`src/ahb_pkg.sv`:
```
// AHB-Lite bus widths, transfer type and size codes, response value and beat struct
`default_nettype none

package ahb_pkg;

  // Bus widths
  localparam int HADDR_BITS    = 32;
  localparam int HDATA_BITS    = 32;
  localparam int HDATA_BYTES   = HDATA_BITS / 8;
  localparam int BYTE_IDX_BITS = $clog2(HDATA_BYTES);

  typedef logic [HADDR_BITS -1:0] haddr_t;
  typedef logic [HDATA_BITS -1:0] hdata_t;
  typedef logic [HDATA_BYTES-1:0] hbe_t;
  typedef logic [            2:0] hsize_t;

  // Transfer type
  typedef enum logic [1:0] {HTRANS_IDLE, HTRANS_BUSY, HTRANS_NONSEQ, HTRANS_SEQ} htrans_t;

  // Sizes up to the bus width only
  localparam hsize_t HSIZE_BYTE  = 3'b000;
  localparam hsize_t HSIZE_HWORD = 3'b001;
  localparam hsize_t HSIZE_WORD  = 3'b010;

  // Slave never signals an error
  localparam logic HRESP_OKAY = 1'b0;

  // Data-phase view of an accepted address phase
  typedef struct packed {
    logic   valid;
    logic   write;
    hsize_t size;
    haddr_t addr;
    hbe_t   be;
  } ahb_beat_t;

endpackage

`default_nettype wire

```
`src/mem_pkg.sv`:
```
// Line geometry, tag and timer widths, flush timeout and memory request/response structs
`default_nettype none

package mem_pkg;

  //////////////////////////////////////////////////
  // Line geometry, derived from the AHB word

  localparam int LINE_WORDS       = 4;
  localparam int LINE_BYTES       = LINE_WORDS * ahb_pkg::HDATA_BYTES;
  localparam int LINE_BITS        = LINE_BYTES * 8;
  localparam int LINE_OFFSET_BITS = $clog2(LINE_BYTES);
  localparam int WORD_IDX_BITS    = $clog2(LINE_WORDS);
  localparam int TAG_BITS         = ahb_pkg::HADDR_BITS - LINE_OFFSET_BITS;

  // Idle cycles before a dirty line goes out on its own
  localparam int TIMEOUT_CYCLES   = 16;
  localparam int TIMER_BITS       = $clog2(TIMEOUT_CYCLES) + 1;

  typedef logic [LINE_BITS    -1:0] line_t;
  typedef logic [LINE_BYTES   -1:0] line_be_t;
  typedef logic [TAG_BITS     -1:0] tag_t;
  typedef logic [WORD_IDX_BITS-1:0] word_idx_t;
  typedef logic [TIMER_BITS   -1:0] timer_t;

  //////////////////////////////////////////////////
  // Memory port, one whole line per request

  // Held stable from valid until accepted
  typedef struct packed {
    logic     valid;
    logic     write;
    tag_t     tag;
    line_be_t be;
    line_t    data;
  } mem_req_t;

  // Read data, one pulse per read request
  typedef struct packed {
    logic  rvalid;
    line_t data;
  } mem_rsp_t;

endpackage

`default_nettype wire

```
`src/ahb_front.sv`:
```
// AHB address-phase decode, byte-enable generation, beat register and combined ready
`default_nettype none

module ahb_front
(
  input  logic               HCLK,
  input  logic               HRESETn,

  // AHB address phase
  input  logic               hsel_i,
  input  ahb_pkg::htrans_t   htrans_i,
  input  ahb_pkg::hsize_t    hsize_i,
  input  logic               hwrite_i,
  input  ahb_pkg::haddr_t    haddr_i,
  input  logic               hready_i,

  // To the peers
  output ahb_pkg::ahb_beat_t beat_o,
  output mem_pkg::tag_t      addr_tag_o,
  output logic               addr_rd_o,
  output logic               addr_wr_o,

  // AHB response
  output logic               hreadyout_o,
  output logic               hresp_o,
  input  logic               wr_ready_i,
  input  logic               rd_ready_i
);

  logic xfer;

  // Lanes touched by a transfer, size never wider than the bus
  function automatic ahb_pkg::hbe_t gen_be(input ahb_pkg::hsize_t size,
                                           input logic [ahb_pkg::BYTE_IDX_BITS-1:0] offs);
    case (size)
      ahb_pkg::HSIZE_BYTE:  gen_be = ahb_pkg::hbe_t'(1) << offs;
      ahb_pkg::HSIZE_HWORD: gen_be = ahb_pkg::hbe_t'(3) << {offs[ahb_pkg::BYTE_IDX_BITS-1:1], 1'b0};
      default:              gen_be = '1;
    endcase
  endfunction

  // Real transfer, BUSY and IDLE ignored
  assign xfer = hsel_i & ((htrans_i == ahb_pkg::HTRANS_NONSEQ) |
                          (htrans_i == ahb_pkg::HTRANS_SEQ));

  // Address phase only counts when HREADY is high
  assign addr_rd_o  = hready_i & xfer & ~hwrite_i;
  assign addr_wr_o  = hready_i & xfer &  hwrite_i;
  assign addr_tag_o = haddr_i[ahb_pkg::HADDR_BITS-1:mem_pkg::LINE_OFFSET_BITS];

  // Beat register, holds while the data phase is stretched
  always_ff @(posedge HCLK or negedge HRESETn)
  begin
    if (!HRESETn)
      beat_o <= '0;
    else if (hready_i)
    begin
      beat_o.valid <= xfer;
      beat_o.write <= hwrite_i;
      beat_o.size  <= hsize_i;
      beat_o.addr  <= haddr_i;
      beat_o.be    <= gen_be(hsize_i, haddr_i[ahb_pkg::BYTE_IDX_BITS-1:0]);
    end
  end

  // Both peers must agree before the data phase ends
  assign hreadyout_o = wr_ready_i & rd_ready_i;
  assign hresp_o     = ahb_pkg::HRESP_OKAY;

endmodule

`default_nettype wire

```
`src/write_buffer.sv`:
```
// Merging line buffer with tag, dirty and byte enables, flush FSM, timeout timer and hold register
`default_nettype none

module write_buffer
(
  input  logic               HCLK,
  input  logic               HRESETn,
  input  ahb_pkg::ahb_beat_t beat_i,
  input  ahb_pkg::hdata_t    hwdata_i,
  input  mem_pkg::tag_t      addr_tag_i,
  input  logic               addr_rd_i,
  input  logic               addr_wr_i,
  input  logic               grant_i,
  input  logic               mem_ready_i,
  output mem_pkg::mem_req_t  req_o,
  output logic               wr_ready_o
);

  typedef enum logic {WB_IDLE, WB_WAIT} wb_state_t;

  wb_state_t          state_q, state_d;

  // Line being filled
  mem_pkg::line_t     line_q, line_d;
  mem_pkg::line_be_t  be_q, be_d;
  mem_pkg::tag_t      tag_q, tag_d;
  logic               dirty_q, dirty_d;

  // Outgoing line, waits here for the memory
  logic               hold_vld_q;
  mem_pkg::tag_t      hold_tag_q;
  mem_pkg::line_be_t  hold_be_q;
  mem_pkg::line_t     hold_line_q;

  mem_pkg::timer_t    timer_q;
  mem_pkg::word_idx_t word_idx;
  mem_pkg::line_be_t  wr_be;
  logic               merge, rd_beat, hold_free;
  logic               access_flush, tmo_flush, flush;

  //////////////////////////////////////////////////
  // Merge in the data phase

  assign rd_beat  = beat_i.valid & ~beat_i.write;
  assign merge    = beat_i.valid &  beat_i.write & wr_ready_o;
  assign word_idx = beat_i.addr[mem_pkg::LINE_OFFSET_BITS-1:ahb_pkg::BYTE_IDX_BITS];
  assign wr_be    = merge ? mem_pkg::line_be_t'(beat_i.be) << (word_idx * ahb_pkg::HDATA_BYTES)
                          : '0;

  always_comb
  begin
    line_d = line_q;
    for (int b = 0; b < mem_pkg::LINE_BYTES; b++)
    begin
      if (wr_be[b])
        line_d[b*8 +: 8] = hwdata_i[(b % ahb_pkg::HDATA_BYTES)*8 +: 8];
    end
  end

  // Line state including this cycle's merge
  assign be_d    = be_q | wr_be;
  assign dirty_d = dirty_q | merge;
  assign tag_d   = merge ? beat_i.addr[ahb_pkg::HADDR_BITS-1:mem_pkg::LINE_OFFSET_BITS] : tag_q;

  //////////////////////////////////////////////////
  // Flush decision, made in the address phase

  // Write to another line, or read of the dirty one
  assign access_flush = dirty_d & ((addr_wr_i & (addr_tag_i != tag_d)) |
                                   (addr_rd_i & (addr_tag_i == tag_d)));
  // Timer only counts while dirty; held back during a read
  assign tmo_flush = (timer_q == mem_pkg::timer_t'(mem_pkg::TIMEOUT_CYCLES)) & ~merge & ~rd_beat;
  assign hold_free = ~hold_vld_q | (grant_i & mem_ready_i);

  always_comb
  begin
    state_d = state_q;
    flush   = 1'b0;
    case (state_q)
      WB_IDLE:
        if (access_flush | tmo_flush)
        begin
          if (hold_free)
            flush = 1'b1;
          else if (access_flush)
            state_d = WB_WAIT;
        end
      WB_WAIT:
        if (hold_free)
        begin
          flush   = 1'b1;
          state_d = WB_IDLE;
        end
    endcase
  end

  // Data phase stalls while a flush waits
  assign wr_ready_o = (state_q == WB_IDLE);

  always_ff @(posedge HCLK or negedge HRESETn)
  begin
    if (!HRESETn)
    begin
      state_q    <= WB_IDLE;
      dirty_q    <= 1'b0;
      be_q       <= '0;
      hold_vld_q <= 1'b0;
      timer_q    <= '0;
    end
    else
    begin
      state_q <= state_d;
      dirty_q <= dirty_d & ~flush;
      be_q    <= flush ? '0 : be_d;
      if (flush)
        hold_vld_q <= 1'b1;
      else if (grant_i & mem_ready_i)
        hold_vld_q <= 1'b0;
      // Restart on every write beat, saturate at the limit
      if (flush | merge | ~dirty_d)
        timer_q <= '0;
      else if (timer_q != mem_pkg::timer_t'(mem_pkg::TIMEOUT_CYCLES))
        timer_q <= timer_q + 1'b1;
    end
  end

  always_ff @(posedge HCLK)
  begin
    line_q <= line_d;
    tag_q  <= tag_d;
    if (flush)
    begin
      hold_tag_q  <= tag_d;
      hold_be_q   <= be_d;
      hold_line_q <= line_d;
    end
  end

  assign req_o = '{valid: hold_vld_q, write: 1'b1, tag: hold_tag_q,
                   be: hold_be_q, data: hold_line_q};

endmodule

`default_nettype wire

```
`src/read_unit.sv`:
```
// Line read requester, response wait FSM and HRDATA word select
`default_nettype none

module read_unit
(
  input  logic               HCLK,
  input  logic               HRESETn,
  input  ahb_pkg::ahb_beat_t beat_i,
  input  logic               grant_i,
  input  logic               mem_ready_i,
  input  mem_pkg::mem_rsp_t  rsp_i,
  output mem_pkg::mem_req_t  req_o,
  output logic               rd_ready_o,
  output ahb_pkg::hdata_t    hrdata_o
);

  typedef enum logic [1:0] {RD_IDLE, RD_REQ, RD_WAIT} rd_state_t;

  rd_state_t          state_q, state_d;
  logic               rd_beat, done_q, req_vld, accepted;
  mem_pkg::word_idx_t word_idx;

  assign rd_beat  = beat_i.valid & ~beat_i.write;
  assign word_idx = beat_i.addr[mem_pkg::LINE_OFFSET_BITS-1:ahb_pkg::BYTE_IDX_BITS];

  // Raised in the beat cycle, fields come from the stalled beat
  assign req_vld  = rd_beat & ~done_q & (state_q != RD_WAIT);
  assign accepted = req_vld & grant_i & mem_ready_i;
  assign req_o    = '{valid: req_vld, write: 1'b0,
                      tag: beat_i.addr[ahb_pkg::HADDR_BITS-1:mem_pkg::LINE_OFFSET_BITS],
                      be: '1, data: '0};

  always_comb
  begin
    state_d = state_q;
    case (state_q)
      RD_IDLE:
        if (accepted)
          state_d = RD_WAIT;
        else if (req_vld)
          state_d = RD_REQ;
      RD_REQ:
        if (accepted)
          state_d = RD_WAIT;
      RD_WAIT:
        if (rsp_i.rvalid)
          state_d = RD_IDLE;
      default:
        state_d = RD_IDLE;
    endcase
  end

  // Data phase ends the cycle after the response
  assign rd_ready_o = ~rd_beat | done_q;

  always_ff @(posedge HCLK or negedge HRESETn)
  begin
    if (!HRESETn)
    begin
      state_q <= RD_IDLE;
      done_q  <= 1'b0;
    end
    else
    begin
      state_q <= state_d;
      done_q  <= (state_q == RD_WAIT) & rsp_i.rvalid;
    end
  end

  // Addressed word of the returned line
  always_ff @(posedge HCLK)
  begin
    if ((state_q == RD_WAIT) && rsp_i.rvalid)
      hrdata_o <= rsp_i.data[word_idx*ahb_pkg::HDATA_BITS +: ahb_pkg::HDATA_BITS];
  end

endmodule

`default_nettype wire

```
`src/mem_arbiter.sv`:
```
// Fixed-priority memory port arbiter, write unit ahead of read unit
`default_nettype none

module mem_arbiter
(
  // Peer requests
  input  mem_pkg::mem_req_t wr_req_i,
  input  mem_pkg::mem_req_t rd_req_i,
  input  logic              mem_ready_i,

  // Acceptance strobes back to the peers
  output logic              wr_grant_o,
  output logic              rd_grant_o,

  // Shared line-wide memory port
  output mem_pkg::mem_req_t mem_req_o
);

  logic wr_sel;
  logic rd_sel;

  //////////////////////////////////////////////////
  // Selection
  //
  // A write flush is raised no later than the read
  // that could hit it, so a read never sits on the
  // port when a write turns up. Write-first is
  // therefore enough to keep the choice stable
  // until the memory takes the request

  assign wr_sel = wr_req_i.valid;
  assign rd_sel = rd_req_i.valid & ~wr_req_i.valid;

  // Pending write beats everything
  assign mem_req_o = wr_sel ? wr_req_i : rd_req_i;

  //////////////////////////////////////////////////
  // Grants

  // Only in the cycle the memory accepts
  assign wr_grant_o = wr_sel & mem_ready_i;
  assign rd_grant_o = rd_sel & mem_ready_i;

endmodule

`default_nettype wire

```
`src/sdram_ahb_top.sv`:
```
// AHB-Lite slave front end of the SDRAM controller, front end, write buffer, read unit, arbiter
`default_nettype none

module sdram_ahb_top
(
  input  logic              HCLK,
  input  logic              HRESETn,

  // AHB-Lite slave
  input  logic              HSEL,
  input  ahb_pkg::htrans_t  HTRANS,
  input  ahb_pkg::hsize_t   HSIZE,
  input  logic              HWRITE,
  input  ahb_pkg::haddr_t   HADDR,
  input  ahb_pkg::hdata_t   HWDATA,
  input  logic              HREADY,
  output ahb_pkg::hdata_t   HRDATA,
  output logic              HREADYOUT,
  output logic              HRESP,

  // Line-wide memory port
  output mem_pkg::mem_req_t mem_req_o,
  input  logic              mem_ready_i,
  input  mem_pkg::mem_rsp_t mem_rsp_i
);

  ahb_pkg::ahb_beat_t beat;
  mem_pkg::tag_t      addr_tag;
  logic               addr_rd, addr_wr;
  logic               wr_ready, rd_ready;
  logic               wr_grant, rd_grant;
  mem_pkg::mem_req_t  wr_req, rd_req;

  ahb_front u_front (
    .HCLK, .HRESETn,
    .hsel_i (HSEL), .htrans_i (HTRANS), .hsize_i (HSIZE), .hwrite_i (HWRITE),
    .haddr_i (HADDR), .hready_i (HREADY),
    .beat_o (beat), .addr_tag_o (addr_tag), .addr_rd_o (addr_rd), .addr_wr_o (addr_wr),
    .hreadyout_o (HREADYOUT), .hresp_o (HRESP),
    .wr_ready_i (wr_ready), .rd_ready_i (rd_ready));

  write_buffer u_wbuf (
    .HCLK, .HRESETn,
    .beat_i (beat), .hwdata_i (HWDATA), .addr_tag_i (addr_tag),
    .addr_rd_i (addr_rd), .addr_wr_i (addr_wr),
    .grant_i (wr_grant), .mem_ready_i, .req_o (wr_req), .wr_ready_o (wr_ready));

  read_unit u_rd (
    .HCLK, .HRESETn,
    .beat_i (beat), .grant_i (rd_grant), .mem_ready_i, .rsp_i (mem_rsp_i),
    .req_o (rd_req), .rd_ready_o (rd_ready), .hrdata_o (HRDATA));

  mem_arbiter u_arb (
    .wr_req_i (wr_req), .rd_req_i (rd_req), .mem_ready_i,
    .wr_grant_o (wr_grant), .rd_grant_o (rd_grant), .mem_req_o);

endmodule

`default_nettype wire

```
`config.mk`:
```
export PLATFORM = sky130hd
export DESIGN_NAME = sdram_ahb_top
export DESIGN_NICKNAME = d
export VERILOG_FILES = /design/src/ahb_pkg.sv /design/src/mem_pkg.sv /design/src/ahb_front.sv /design/src/write_buffer.sv /design/src/read_unit.sv /design/src/mem_arbiter.sv /design/src/sdram_ahb_top.sv
export SDC_FILE = /design/constraint.sdc
export NUM_CORES = 1
export LEC_CHECK = 0
export BUFFER_PORTS_ARGS = -buffer_cell sky130_fd_sc_hd__buf_2
export CAP_MARGIN = 25
export CORE_AREA = 2 2 173 175
export CTS_CLUSTER_SIZE = 20
export DETAILED_ROUTE_END_ITERATION = 12
export DIE_AREA = 0 0 175 177
export PLACE_DENSITY = 0.84
export SETUP_SLACK_MARGIN = 0.05
export SLEW_MARGIN = 40
export SYNTH_ARGS = -nofsm -noshare
export SYNTH_HDL_FRONTEND = slang
export SYNTH_SLANG_ARGS = --single-unit
```
`constraint.sdc`:
```
create_clock -name HCLK -period 4.8 [get_ports HCLK]
set_input_delay 0.72 -clock HCLK [delete_from_list [all_inputs] [get_ports HCLK]]
set_output_delay 0.72 -clock HCLK [all_outputs]
set_load 0.01 [all_outputs]
```
==> results of run 1 <==
-- metrics by stage --
step,setup slack (ps),cell area (um^2),cells,power [uW]
6_report,949,20300,1990,9750
5_1_grt,751,20300,1989,10200
4_1_cts,1000,20300,1983,9820
3_5_place_dp,1040,18900,1906,6520
3_3_place_gp,1070,18800,1905,6370
2_1_floorplan,1360,16400,1145,5960
-- per-layer routing --
metal  share of wire (%)  vias to the layer above  GRT usage (%)
li1                    -                     4902              -
met1                  38                     5164           31.8
met2                  49                      448           44.4
met3                 9.3                      109           9.39
met4                 3.8                       12           11.4
met5                0.19                        -              0
-- logic make-up after synthesis --
group           after synthesis
mux                         214
other cells                   1
fa+ha+maj                     2
buf+inv                      96
simple gates                311
xor+xnor                     27
compound gates               71
flops                       423
-- worst max-delay path by stage --
stage          slack, ps                 endpoint  depth (start not counted)            from
2_1_floorplan       1360      u_wbuf.hold_be_q[0]                          8       HADDR[15]
3_3_place_gp        1070  u_wbuf.hold_line_q[110]                          9  u_wbuf.state_q
3_5_place_dp        1040  u_wbuf.hold_line_q[110]                          9  u_wbuf.state_q
4_1_cts             1000  u_wbuf.hold_line_q[109]                          9  u_wbuf.state_q
5_1_grt              750      u_wbuf.hold_be_q[8]                          9  u_wbuf.state_q
6_report             950   u_wbuf.hold_line_q[11]                          9  u_wbuf.state_q
-- cells in the final DEF, fill, tap and decap left out, types with 11 or more instances in the layout --
| cell type | instances |
|---|---|
| sky130_fd_sc_hd__nor2_2 | 12 |
| sky130_fd_sc_hd__inv_1 | 48 |
| sky130_fd_sc_hd__edfxtp_1 | 204 |
| sky130_fd_sc_hd__nand2_1 | 63 |
| sky130_fd_sc_hd__nor2_1 | 32 |
| sky130_fd_sc_hd__mux4_2 | 32 |
| sky130_fd_sc_hd__nand2b_1 | 28 |
| sky130_fd_sc_hd__xor2_1 | 18 |
| sky130_fd_sc_hd__dfxtp_1 | 156 |
| sky130_fd_sc_hd__buf_2 | 408 |
| sky130_fd_sc_hd__nand3_1 | 11 |
| sky130_fd_sc_hd__mux2_2 | 173 |
| sky130_fd_sc_hd__o21ai_0 | 30 |
| sky130_fd_sc_hd__clkbuf_16 | 44 |
| sky130_fd_sc_hd__dfrtp_1 | 61 |
| sky130_fd_sc_hd__and2_1 | 128 |
-- power breakdown --
part	internal (uW)	total (uW)	switching (uW)
clock	1970	3290	1320
combinational	764	1540	778
sequential	4670	4920	250
-- final cells by class --
class	instances	area (um^2)	area share, %
diodes	7	17.5	0.0861
clock buffers	56	1200	5.88
clock inverters	21	214	1.05
inverters	48	180	0.886
multi-input cells	626	5240	25.8
flip-flops and latches	423	10800	53.2
well taps	390	488	2.40
repair buffers	419	2170	10.7
-- sequential cells by signal, indices dropped and copies added, names as in the netlist, 5 cells and up --
signal and count:
u_front.beat_o 36, u_rd.hrdata_o 32, u_wbuf.be_q 16, u_wbuf.hold_be_q 16, u_wbuf.hold_line_q 128, u_wbuf.hold_tag_q 28, u_wbuf.line_q 128, u_wbuf.tag_q 28
u_wbuf.timer_q 5
==> impl_metrics.csv, run 1 <==
group,metric,value,unit
power_and_ir_drop,ir_worst_vdd,0.367,mV
setup_path,critical_path_buf_inv_count,2,
setup_path,ff2ff_path_depth,9,
die,die_w,175,um
clock_tree,cts.sinks,423,
logic_synthesis,synth_simple_gate_area_share,10.2,%
logic_synthesis,synth-seq-area-share,65.9,%
logic_synthesis,list_of_most_frequent_post_synthesis_cells,"204 x sky130_fd_sc_hd__edfxtp_1, 173 x sky130_fd_sc_hd__mux2_2, 156 x sky130_fd_sc_hd__dfxtp_1, 128 x sky130_fd_sc_hd__and2_1",
run,count_of_maximum_capacitance_violations,0,
logic_synthesis,yosysWarningCount,0,
logic_synthesis,syn-cell-area,16400,um^2
setup_path,critical_path.endpoint_type,"flop",
routing,drt_wl_total,42800,um
routing,dr_total_vias,10600,
logic_synthesis,synth_nets,1351,
clock_tree,cts.clk_slew.worst_paths,60,ps
routing,post-route-drc-count,0,
logic_synthesis,ys_dominant_reg_cell,"sky130_fd_sc_hd__edfxtp_1",
finish,num-nets-final,1766,
clock_tree,hold_buffers,0,
die,placeableCoreArea,29200,um^2
global_route,grt_pass1_vias,10900,
routing,detailedRoute.firstIterationViolations,781,
clock_tree,cts_post_setup_buffers_inserted,0,
setup_path,timing.critical_path.fanout_max,99,
timing,setup_violations,0,
timing,timing_worst_slew_pin_value,788,ps
setup_path,regToRegStartpoint,"u_wbuf.state_q",
setup_path,rrSetupSlack,950,ps
setup_path,cp_top_family,"simple AND/OR/NAND/NOR gates",
logic_synthesis,yosys.cell_count.top_type,"sky130_fd_sc_hd__edfxtp_1",
global_route,initial_antenna_violation_count,13,
timing,fmax,0.260,GHz
clock_tree,number_of_buffers_inserted_during_clock_tree_synthesis,42,
routing,ant_nets,0,
placed_design,port_buffers,409,
setup_path,path_class,"flop to flop",
clock_tree,tritoncts_clock_tree,"built",
clock_tree,post_cts_resize_count,0,
status,outcome,"finished clean",
setup_path,worstPathCellList,"nand3b_2 > buf_4 > nor4_1 > nand3_1 > a21oi_1 > nand4_1 > xor2_1 > a21oi_4 > buf_12",
timing,fin_worst_skew,20.6,ps
timing,final_number_of_max_transition_violations,0,
die,die-height,177,um
power_and_ir_drop,power.static_leakage,0.00866,uW
global_route,grt_first_pass_wirelength,62600,um
logic_synthesis,syn-mean-instance-area,14.3,um^2
finish,n_fill_cell,2044,
logic_synthesis,netlist_instances,1145,
logic_synthesis,synth_mux_area_share,16.9,%
finish,final_core_occ,69.6,%
timing,fin_worst_hold_slack,179,ps
global_route,grt_overflow_total,0,
worst_hold_path,worst_hold_path_type,"input pin to async pin",
placed_design,post-dp-hpwl,30600,um
timing,finalSetupTns,0,ps
timing,grt_setup_unrepaired,"false",
global_route,grt_max_degree,100,
logic_synthesis,synth_xor_area_share,1.44,%
logic_synthesis,synth-seq-cells,423,
clock_tree,clock_insertion_delay_worst_skew,530,ps
setup_path,critical_path.slowest_cell,"sky130_fd_sc_hd__nand3b_2",
die,io_pins,412,
logic_synthesis,synth.distinct_cells,53,
logic_synthesis,post_synth_top_area_share,37.3,%
setup_path,worstPathRequired,4950,ps
timing,period_needed,3850,ps
die,floorplan.initialDensity,56.1,%
setup_path,worstReg2RegEnd,"u_wbuf.hold_line_q[11]",
die,die_area,31000,um^2
timing,worst_slew_margin_rel,47.5,%
timing,final_min_period_over_clock_period,80.2,%
setup_path,critical_path.startpoint_type,"flop",
routing,routed_wire_length_per_instance,21.5,um
timing,timing_hold_violations_final,0,
global_route,track_usage,26.8,%
power_and_ir_drop,power.density,479,nW/um^2
setup_path,timing.critical_path.slowest_cell_delay,670,ps
clock_tree,cts_root_buffer,"sky130_fd_sc_hd__clkbuf_16",
logic_synthesis,synth_largest_area_cell,"sky130_fd_sc_hd__edfxtp_1",
logic_synthesis,synth_edf_count,204,
finish,area_growth_from_synthesis_to_layout,23.9,%
clock_tree,cts_max_level,2,
die,placementRows,63,
logic_synthesis,synth_adder_area_share,0.152,%
clock_tree,largest_buffer_count_on_any_clock_path,3,
logic_synthesis,share_of_the_synthesized_area_in_compound_gates_ao_oa_aoi_oai,2.87,%
logic_synthesis,ys_top_cells_by_area,"sky130_fd_sc_hd__edfxtp_1 37%, sky130_fd_sc_hd__dfxtp_1 19%, sky130_fd_sc_hd__mux2_2 12%",
logic_synthesis,combinational_family_with_the_most_area_after_synthesis,"multiplexers",
logic_synthesis,synth_async_sr_flop_share,14.9,%
finish,post_route_cells_drive_above_1_share,44.8,%
routing,post_drt_via_cell_ratio,5.34,
setup_path,critical_path_data_arrival_time,4010,ps
placed_design,routabilityCongestion,0.931,
routing,first_pass_iters,5,
(Power assumes the default switching activity.)
==> inputs of run 2 (changes only) <==
--- a/config.mk
+++ b/config.mk
@@ -5,13 +5,14 @@
 export SDC_FILE = /design/constraint.sdc
 export NUM_CORES = 1
 export LEC_CHECK = 0
+export ABC_AREA = 1
 export BUFFER_PORTS_ARGS = -buffer_cell sky130_fd_sc_hd__buf_2
 export CAP_MARGIN = 25
-export CORE_AREA = 2 2 173 175
+export CORE_AREA = 2 2 190 192
 export CTS_CLUSTER_SIZE = 20
 export DETAILED_ROUTE_END_ITERATION = 12
-export DIE_AREA = 0 0 175 177
-export PLACE_DENSITY = 0.84
+export DIE_AREA = 0 0 192 194
+export PLACE_DENSITY = 0.75
 export SETUP_SLACK_MARGIN = 0.05
 export SLEW_MARGIN = 40
 export SYNTH_ARGS = -nofsm -noshare
==> constraint.sdc (replaced) <==
create_clock -name HCLK -period 3.17 [get_ports HCLK]
set_input_delay 0.4755 -clock HCLK [delete_from_list [all_inputs] [get_ports HCLK]]
set_output_delay 0.4755 -clock HCLK [all_outputs]
set_load 0.01 [all_outputs]
==> impl_metrics.csv, run 2 <==
group,metric,value,unit
clock_tree,cts_post_setup_buffers_inserted,0,
logic_synthesis,netlist_instances,1795,
routing,highest-signal-layer,"met4",
die,die_area,37200,um^2
timing,timing_worst_slew_pin_value,695,ps
logic_synthesis,post_synth_top_area_share,36.8,%
placed_design,port_buffers,409,
die,floorplan.initialDensity,47.3,%
finish,final_core_occ,59.1,%
routing,dr_total_vias,13500,
setup_path,critical_path.startpoint_type,"flop",
finish,final_standard_cell_count_with_taps_included_and_fillers_excluded,2705,
die,die_w,192,um
timing,setup_slack,398,ps
routing,drt_wl_total,43700,um
setup_path,worstPathRequired,2690,ps
finish,post_route_cells_drive_above_1_share,24.0,%
die,io_pins,412,
timing,grt_setup_unrepaired,"false",
global_route,grt_pass1_vias,13200,
routing,detailedRoute.firstIterationViolations,983,
clock_tree,cts.sinks,423,
routing,post-route-drc-count,0,
clock_tree,cts_max_level,2,
clock_tree,largest_buffer_count_on_any_clock_path,3,
clock_tree,tritoncts_clock_tree,"built",
logic_synthesis,synth_largest_area_cell,"sky130_fd_sc_hd__edfxtp_1",
logic_synthesis,synth_edf_count,204,
timing,finalSetupTns,0,ps
logic_synthesis,yosys.cell_count.top_type,"sky130_fd_sc_hd__nand2_1",
power_and_ir_drop,power.static_leakage,0.0104,uW
finish,final_common_cell,"sky130_fd_sc_hd__nand2_1",
logic_synthesis,synth_nets,2001,
clock_tree,clock_insertion_delay_worst_skew,540,ps
clock_tree,cts.clk_slew.worst_paths,60,ps
logic_synthesis,synth_async_sr_flop_share,14.9,%
placed_design,post-dp-hpwl,30700,um
run,count_of_maximum_capacitance_violations,0,
timing,worst_slew_margin_rel,53.7,%
global_route,initial_antenna_violation_count,6,
logic_synthesis,synth.distinct_cells,27,
global_route,grt_overflow_total,0,
finish,area_growth_from_synthesis_to_layout,24.8,%
die,placeableCoreArea,35200,um^2
timing,setup_violations,0,
clock_tree,number_of_buffers_inserted_during_clock_tree_synthesis,43,
timing,fin_worst_skew,27.3,ps
setup_path,timing.critical_path.fanout_max,8,
logic_synthesis,syn-mean-instance-area,9.29,um^2
routing,wl_met1,17300,um
logic_synthesis,list_of_most_frequent_post_synthesis_cells,"503 x sky130_fd_sc_hd__nand2_1, 262 x sky130_fd_sc_hd__inv_1, 256 x sky130_fd_sc_hd__o21ai_0, 204 x sky130_fd_sc_hd__edfxtp_1, 156 x sky130_fd_sc_hd__dfxtp_1",
power_and_ir_drop,ir_worst_vdd,0.640,mV
finish,reg.largest.list,"u_wbuf.hold_line_q (128), u_wbuf.line_q (128), u_front.beat_o (36)",
status,outcome,"finished clean",
finish,num-nets-final,2410,
logic_synthesis,synth-seq-cells,423,
routing,post_drt_via_cell_ratio,5.00,
die,die-height,194,um
logic_synthesis,syn-cell-area,16700,um^2
routing,first_pass_iters,5,
global_route,track_usage,22.7,%
power_and_ir_drop,power.density,719,nW/um^2
routing,routed-wl-met2,20600,um
worst_hold_path,worst_hold_path_type,"input pin to flop",
timing,final_min_period_over_clock_period,87.4,%
clock_tree,cts_root_buffer,"sky130_fd_sc_hd__clkbuf_16",
routing,routed_wire_length_per_instance,16.2,um
setup_path,critical_path_data_arrival_time,2300,ps
global_route,grt_max_degree,85,
logic_synthesis,synth-seq-area-share,65.0,%
die,placementRows,69,
logic_synthesis,yosysWarningCount,0,
timing,timing_hold_violations_final,0,
placed_design,dp_worst_setup_slack,421,ps
routing,ant_nets,0,
placed_design,placedCellCount,2619,
placed_design,routabilityCongestion,0.908,
setup_path,path_class,"flop to output pin",
logic_synthesis,ys_top_cells_by_area,"sky130_fd_sc_hd__edfxtp_1 37%, sky130_fd_sc_hd__dfxtp_1 19%, sky130_fd_sc_hd__nand2_1 11%",
timing,fmax,0.361,GHz
global_route,grt_first_pass_wirelength,67100,um
setup_path,critical_path.endpoint_type,"output pin",
logic_synthesis,ys_dominant_reg_cell,"sky130_fd_sc_hd__edfxtp_1",
timing,period_needed,2770,ps
timing,final_number_of_max_transition_violations,0,
routing,met3RoutedLength,4220,um
finish,mostFrequentLayoutCells,"503 x sky130_fd_sc_hd__nand2_1, 409 x sky130_fd_sc_hd__buf_2, 260 x sky130_fd_sc_hd__inv_1",
==> run 2: cell count changes after synthesis, sizes merged, moves of 31 or more <==
| cell | change |
|---|---|
| mux2 | -173 |
| and2 | -128 |
| o22ai | +31 |
| mux4 | -32 |
| o21ai | +226 |
| clkbuf | +35 |
| nor2 | +108 |
| nand2 | +441 |
| inv | +215 |
==> run 2: timing repair <==
| item | 4_1_cts | 5_1_grt |
|---|---|---|
| hold buffers | 1 | 0 |
| endpoints found under the hold margin | 22 | 0 |
| resized for setup | 0 | 0 |
==> run 2: path summary, 6_finish.rpt <==
kind | slack [ps] | start | cells after the start | to
setup / recovery | 400 | u_front.beat_o[40] | 6 | mem_req_o[173]
hold / removal | 170 | HADDR[10] | 3 | u_front.beat_o[14]
setup reg to reg | 400 | u_wbuf.state_q | 17 | u_wbuf.hold_be_q[13]
hold reg to reg | 470 | u_wbuf.line_q[97] | 2 | u_wbuf.line_q[97]
max in group asynchronous | 1860 | HRESETn | 3 | u_wbuf.be_q[0]
min in group asynchronous | 500 | HRESETn | 2 | u_front.beat_o[34]
==> run 2: area by class of cell <==
type	count	area, um^2
tap	461	577
inverter	263	995
clock buffer	68	1290
multi-input combinational	1034	4540
fill	2937	14400
antenna	7	17.5
clock inverter	10	141
timing repair buffer	439	2410
sequential	423	10800
==> run 2: logic make-up after synthesis <==
kind of cell | Yosys count | synth area share, %
simple gates | 728 | 17.6
flops | 423 | 65.0
buf+inv | 338 | 7.86
compound gates | 299 | 9.25
xor+xnor | 4 | 0.210
fa+ha+maj | 2 | 0.150
other cells | 1 | 0.0225
==> run 2: per-stage QoR <==
step                area, um^2  hold slack [ps]  total power [uW]
finish                   20800              169             15000
global route             20800              165             15700
CTS                      20800              150             15000
detailed placement       19300              455              9940
global placement         19300              441              9730
floorplan                16700              180              9030
==> run 2: power by group <==
group / switching (uW) / total, uW / internal [uW]
Combinational: 1540 / 2410 / 869
Sequential: 339 / 7460 / 7120
Clock: 2040 / 5090 / 3050
Total: 3920 / 15000 / 11000
==> run 2: metal layers <==
layer	vias to the layer above	GRT usage, %
met4	0	8.62
met5	-	0
li1	6546	-
met1	6310	27.9
met2	557	38.2
met3	110	6.26
==> run 2: worst max-delay path, cell delays in order, from the launching register on <==
cell and delay [ps]:
sky130_fd_sc_hd__dfrtp_1 430, sky130_fd_sc_hd__buf_4 200, sky130_fd_sc_hd__inv_1 60, sky130_fd_sc_hd__nor3_1 370
sky130_fd_sc_hd__inv_1 120, sky130_fd_sc_hd__o21ai_0 360, sky130_fd_sc_hd__buf_2 210
==> inputs of run 3 (changes only) <==
--- a/config.mk
+++ b/config.mk
@@ -8,11 +8,11 @@
 export ABC_AREA = 1
 export BUFFER_PORTS_ARGS = -buffer_cell sky130_fd_sc_hd__buf_2
 export CAP_MARGIN = 25
-export CORE_AREA = 2 2 190 192
+export CORE_AREA = 2 2 181 183
 export CTS_CLUSTER_SIZE = 20
 export DETAILED_ROUTE_END_ITERATION = 12
-export DIE_AREA = 0 0 192 194
-export PLACE_DENSITY = 0.75
+export DIE_AREA = 0 0 183 185
+export PLACE_DENSITY = 0.79
 export SETUP_SLACK_MARGIN = 0.05
 export SLEW_MARGIN = 40
 export SYNTH_ARGS = -nofsm -noshare
==> constraint.sdc (replaced) <==
create_clock -name HCLK -period 2.55 [get_ports HCLK]
set_input_delay 0.3825 -clock HCLK [delete_from_list [all_inputs] [get_ports HCLK]]
set_output_delay 0.3825 -clock HCLK [all_outputs]
set_load 0.01 [all_outputs]
==> impl_metrics.csv, run 3 (synthesized netlist as in run 2, its figures left out) <==
group,metric,value,unit
timing,fin_worst_skew,9.32,ps
placed_design,routabilityCongestion,0.946,
finish,final_cell_area,21500,um^2
clock_tree,cts.sinks,423,
timing,timing_hold_violations_final,0,
clock_tree,largest_buffer_count_on_any_clock_path,3,
setup_path,rrSetupSlack,-100,ps
finish,final_core_occ,67.2,%
clock_tree,number_of_buffers_inserted_during_clock_tree_synthesis,43,
power_and_ir_drop,power.static_leakage,0.0108,uW
routing,dr_total_vias,14000,
status,outcome,"finished with violations",
clock_tree,cts.clk_slew.worst_paths,60,ps
clock_tree,clock_insertion_delay_worst_skew,540,ps
global_route,grt_max_degree,88,
placed_design,dpl-instance-area,19400,um^2
clock_tree,cts_max_level,2,
timing,worst_slew_margin_rel,53.8,%
setup_path,timing.critical_path.fanout_max,11,
routing,first_pass_iters,6,
global_route,track_usage,25.3,%
finish,post_route_cells_drive_above_1_share,28.1,%
global_route,grt_first_pass_wirelength,67200,um
setup_path,path_class,"flop to flop",
finish,reg.largest.list,"u_wbuf.hold_line_q (128), u_wbuf.line_q (128), u_front.beat_o (36)",
placed_design,port_buffers,409,
timing,fmax,0.377,GHz
worst_hold_path,timing.hold.worst_endpoint,"u_front.beat_o[15]",
power_and_ir_drop,power,18700,uW
timing,setup_violations,174,
routing,ant_nets,0,
timing,final_number_of_max_transition_violations,0,
clock_tree,tritoncts_clock_tree,"built",
setup_path,critical_path_data_arrival_time,2900,ps
setup_path,critical_path.startpoint_type,"flop",
finish,area_growth_from_synthesis_to_layout,29.2,%
setup_path,timing.critical_path.from,"u_front.beat_o[39]",
setup_path,worstPathRequired,2800,ps
clock_tree,cts_root_buffer,"sky130_fd_sc_hd__clkbuf_16",
routing,routed_wire_length_per_instance,17.2,um
routing,post_drt_via_cell_ratio,5.21,
worst_hold_path,timing.hold.worst_path_depth,3,
timing,final_min_period_over_clock_period,104,%
die,die_w,183,um
setup_path,critPathMostFrequentCell,"sky130_fd_sc_hd__nand2_1",
global_route,grt_overflow_total,0,
power_and_ir_drop,ir_worst_vdd,0.671,mV
timing,period_needed,2650,ps
setup_path,worstPathCellList,"buf_4 > nand3_4 > clkbuf_16 > nand2_1 > nand2_1 > nand2_1 > nand2_1 > nor2_1 > nand3_1 > nor2_1 > nand2_1 > nand2_1 > nand3_2 > nand2_4 > nand2_8 > clkinv_16 > clkbuf_16",
routing,detailedRoute.firstIterationViolations,1176,
die,io_pins,412,
global_route,grt_pass1_vias,13200,
finish,num-nets-final,2455,
setup_path,timing.critical_path.slowest_cell_delay,420,ps
die,die-height,185,um
placed_design,post-dp-hpwl,30300,um
timing,grt_setup_unrepaired,"true",
setup_path,critical_path.slowest_cell,"sky130_fd_sc_hd__dfrtp_1",
setup_path,ff2ff_path_depth,17,
setup_path,worstReg2RegEnd,"u_wbuf.hold_line_q[53]",
worst_hold_path,hold_path_origin,"HADDR[11]",
routing,drt_wl_total,46300,um
die,die_area,33900,um^2
die,floorplan.initialDensity,52.0,%
die,placeableCoreArea,32000,um^2
die,placementRows,66,
global_route,initial_antenna_violation_count,7,
finish,final_common_cell,"sky130_fd_sc_hd__nand2_1",
worst_hold_path,worst_hold_path_type,"input pin to flop",
setup_path,critical_path.endpoint_type,"flop",
setup_path,regToRegStartpoint,"u_front.beat_o[39]",
routing,post-route-drc-count,0,
timing,setup_slack,-102,ps
run,count_of_maximum_capacitance_violations,0,
timing,timing_worst_slew_pin_value,692,ps
finish,mostFrequentLayoutCells,"452 x sky130_fd_sc_hd__nand2_1, 409 x sky130_fd_sc_hd__buf_2, 259 x sky130_fd_sc_hd__inv_1",
power_and_ir_drop,power.density,867,nW/um^2
status,violations,"negative setup slack",
==> run 3: cell type report <==
cell class	instances	area, um^2
Sequential cell	423	10800
Fill cell	2410	10500
Multi-Input combinational cell	1034	4760
Timing Repair Buffer	482	3010
Clock buffer	62	1230
Inverter	263	1010
Tap cell	408	510
Clock inverter	16	136
Timing Repair inverter	2	32.5
Antenna cell	6	15.0
==> run 3: how the worst max path moves through the flow <==
stage / end / slack [ps] / cells after the start
CTS: u_wbuf.hold_line_q[104] / -40 / 18
global placement: u_wbuf.hold_tag_q[9] / 5 / 18
global route: u_wbuf.hold_be_q[14] / -280 / 18
floorplan: u_wbuf.hold_be_q[0] / -20 / 17
finish: u_wbuf.hold_line_q[53] / -100 / 17
detailed placement: u_wbuf.hold_tag_q[11] / -20 / 18
==> run 3: power by group <==
part           total, uW  switching (uW)  internal (uW)
combinational       3330            2060           1270
clock               6040            2570           3470
sequential          9300             444           8850
total              18700            5080          13600
==> run 3: worst max-delay path: cells and delay by family (launching register included) <==
family / cells / cell delay [ps]
AND/OR/NAND/NOR: 13 / 1260
flip-flops: 1 / 420
buffers and inverters: 4 / 660
==> run 3: per-layer routing <==
layer | routed length (um) | GRT usage (%) | vias to the layer above
li1 | - | - | 6651
met1 | 17900 | 31.2 | 6556
met2 | 22300 | 42.6 | 699
met3 | 4380 | 6.63 | 138
met4 | 1730 | 9.86 | 4
met5 | 29 | 0 | -
==> run 3: through the flow <==
step                      cells  setup slack, ps  TNS, ps  hold WS, ps
final                      2696             -102   -13610         94.2
after global routing       2692             -284   -47920         84.0
after CTS                  2668            -38.0    -2470         79.2
after detailed placement   2587            -24.1    -1980          439
after global placement     2587             5.06        0          434
after floorplan            1795            -24.3    -4190         86.9
==> run 3: what timing repair did <==
| action | CTS | global route |
|---|---|---|
| endpoints found under the hold margin | 63 | 0 |
| cloned | 1 | 15 |
| pin swaps | 0 | 17 |
| resized for setup | 6 | 92 |
| setup endpoints to repair | 183 | 207 |
| hold buffers | 1 | 0 |
| buffers inserted | 1 | 7 |
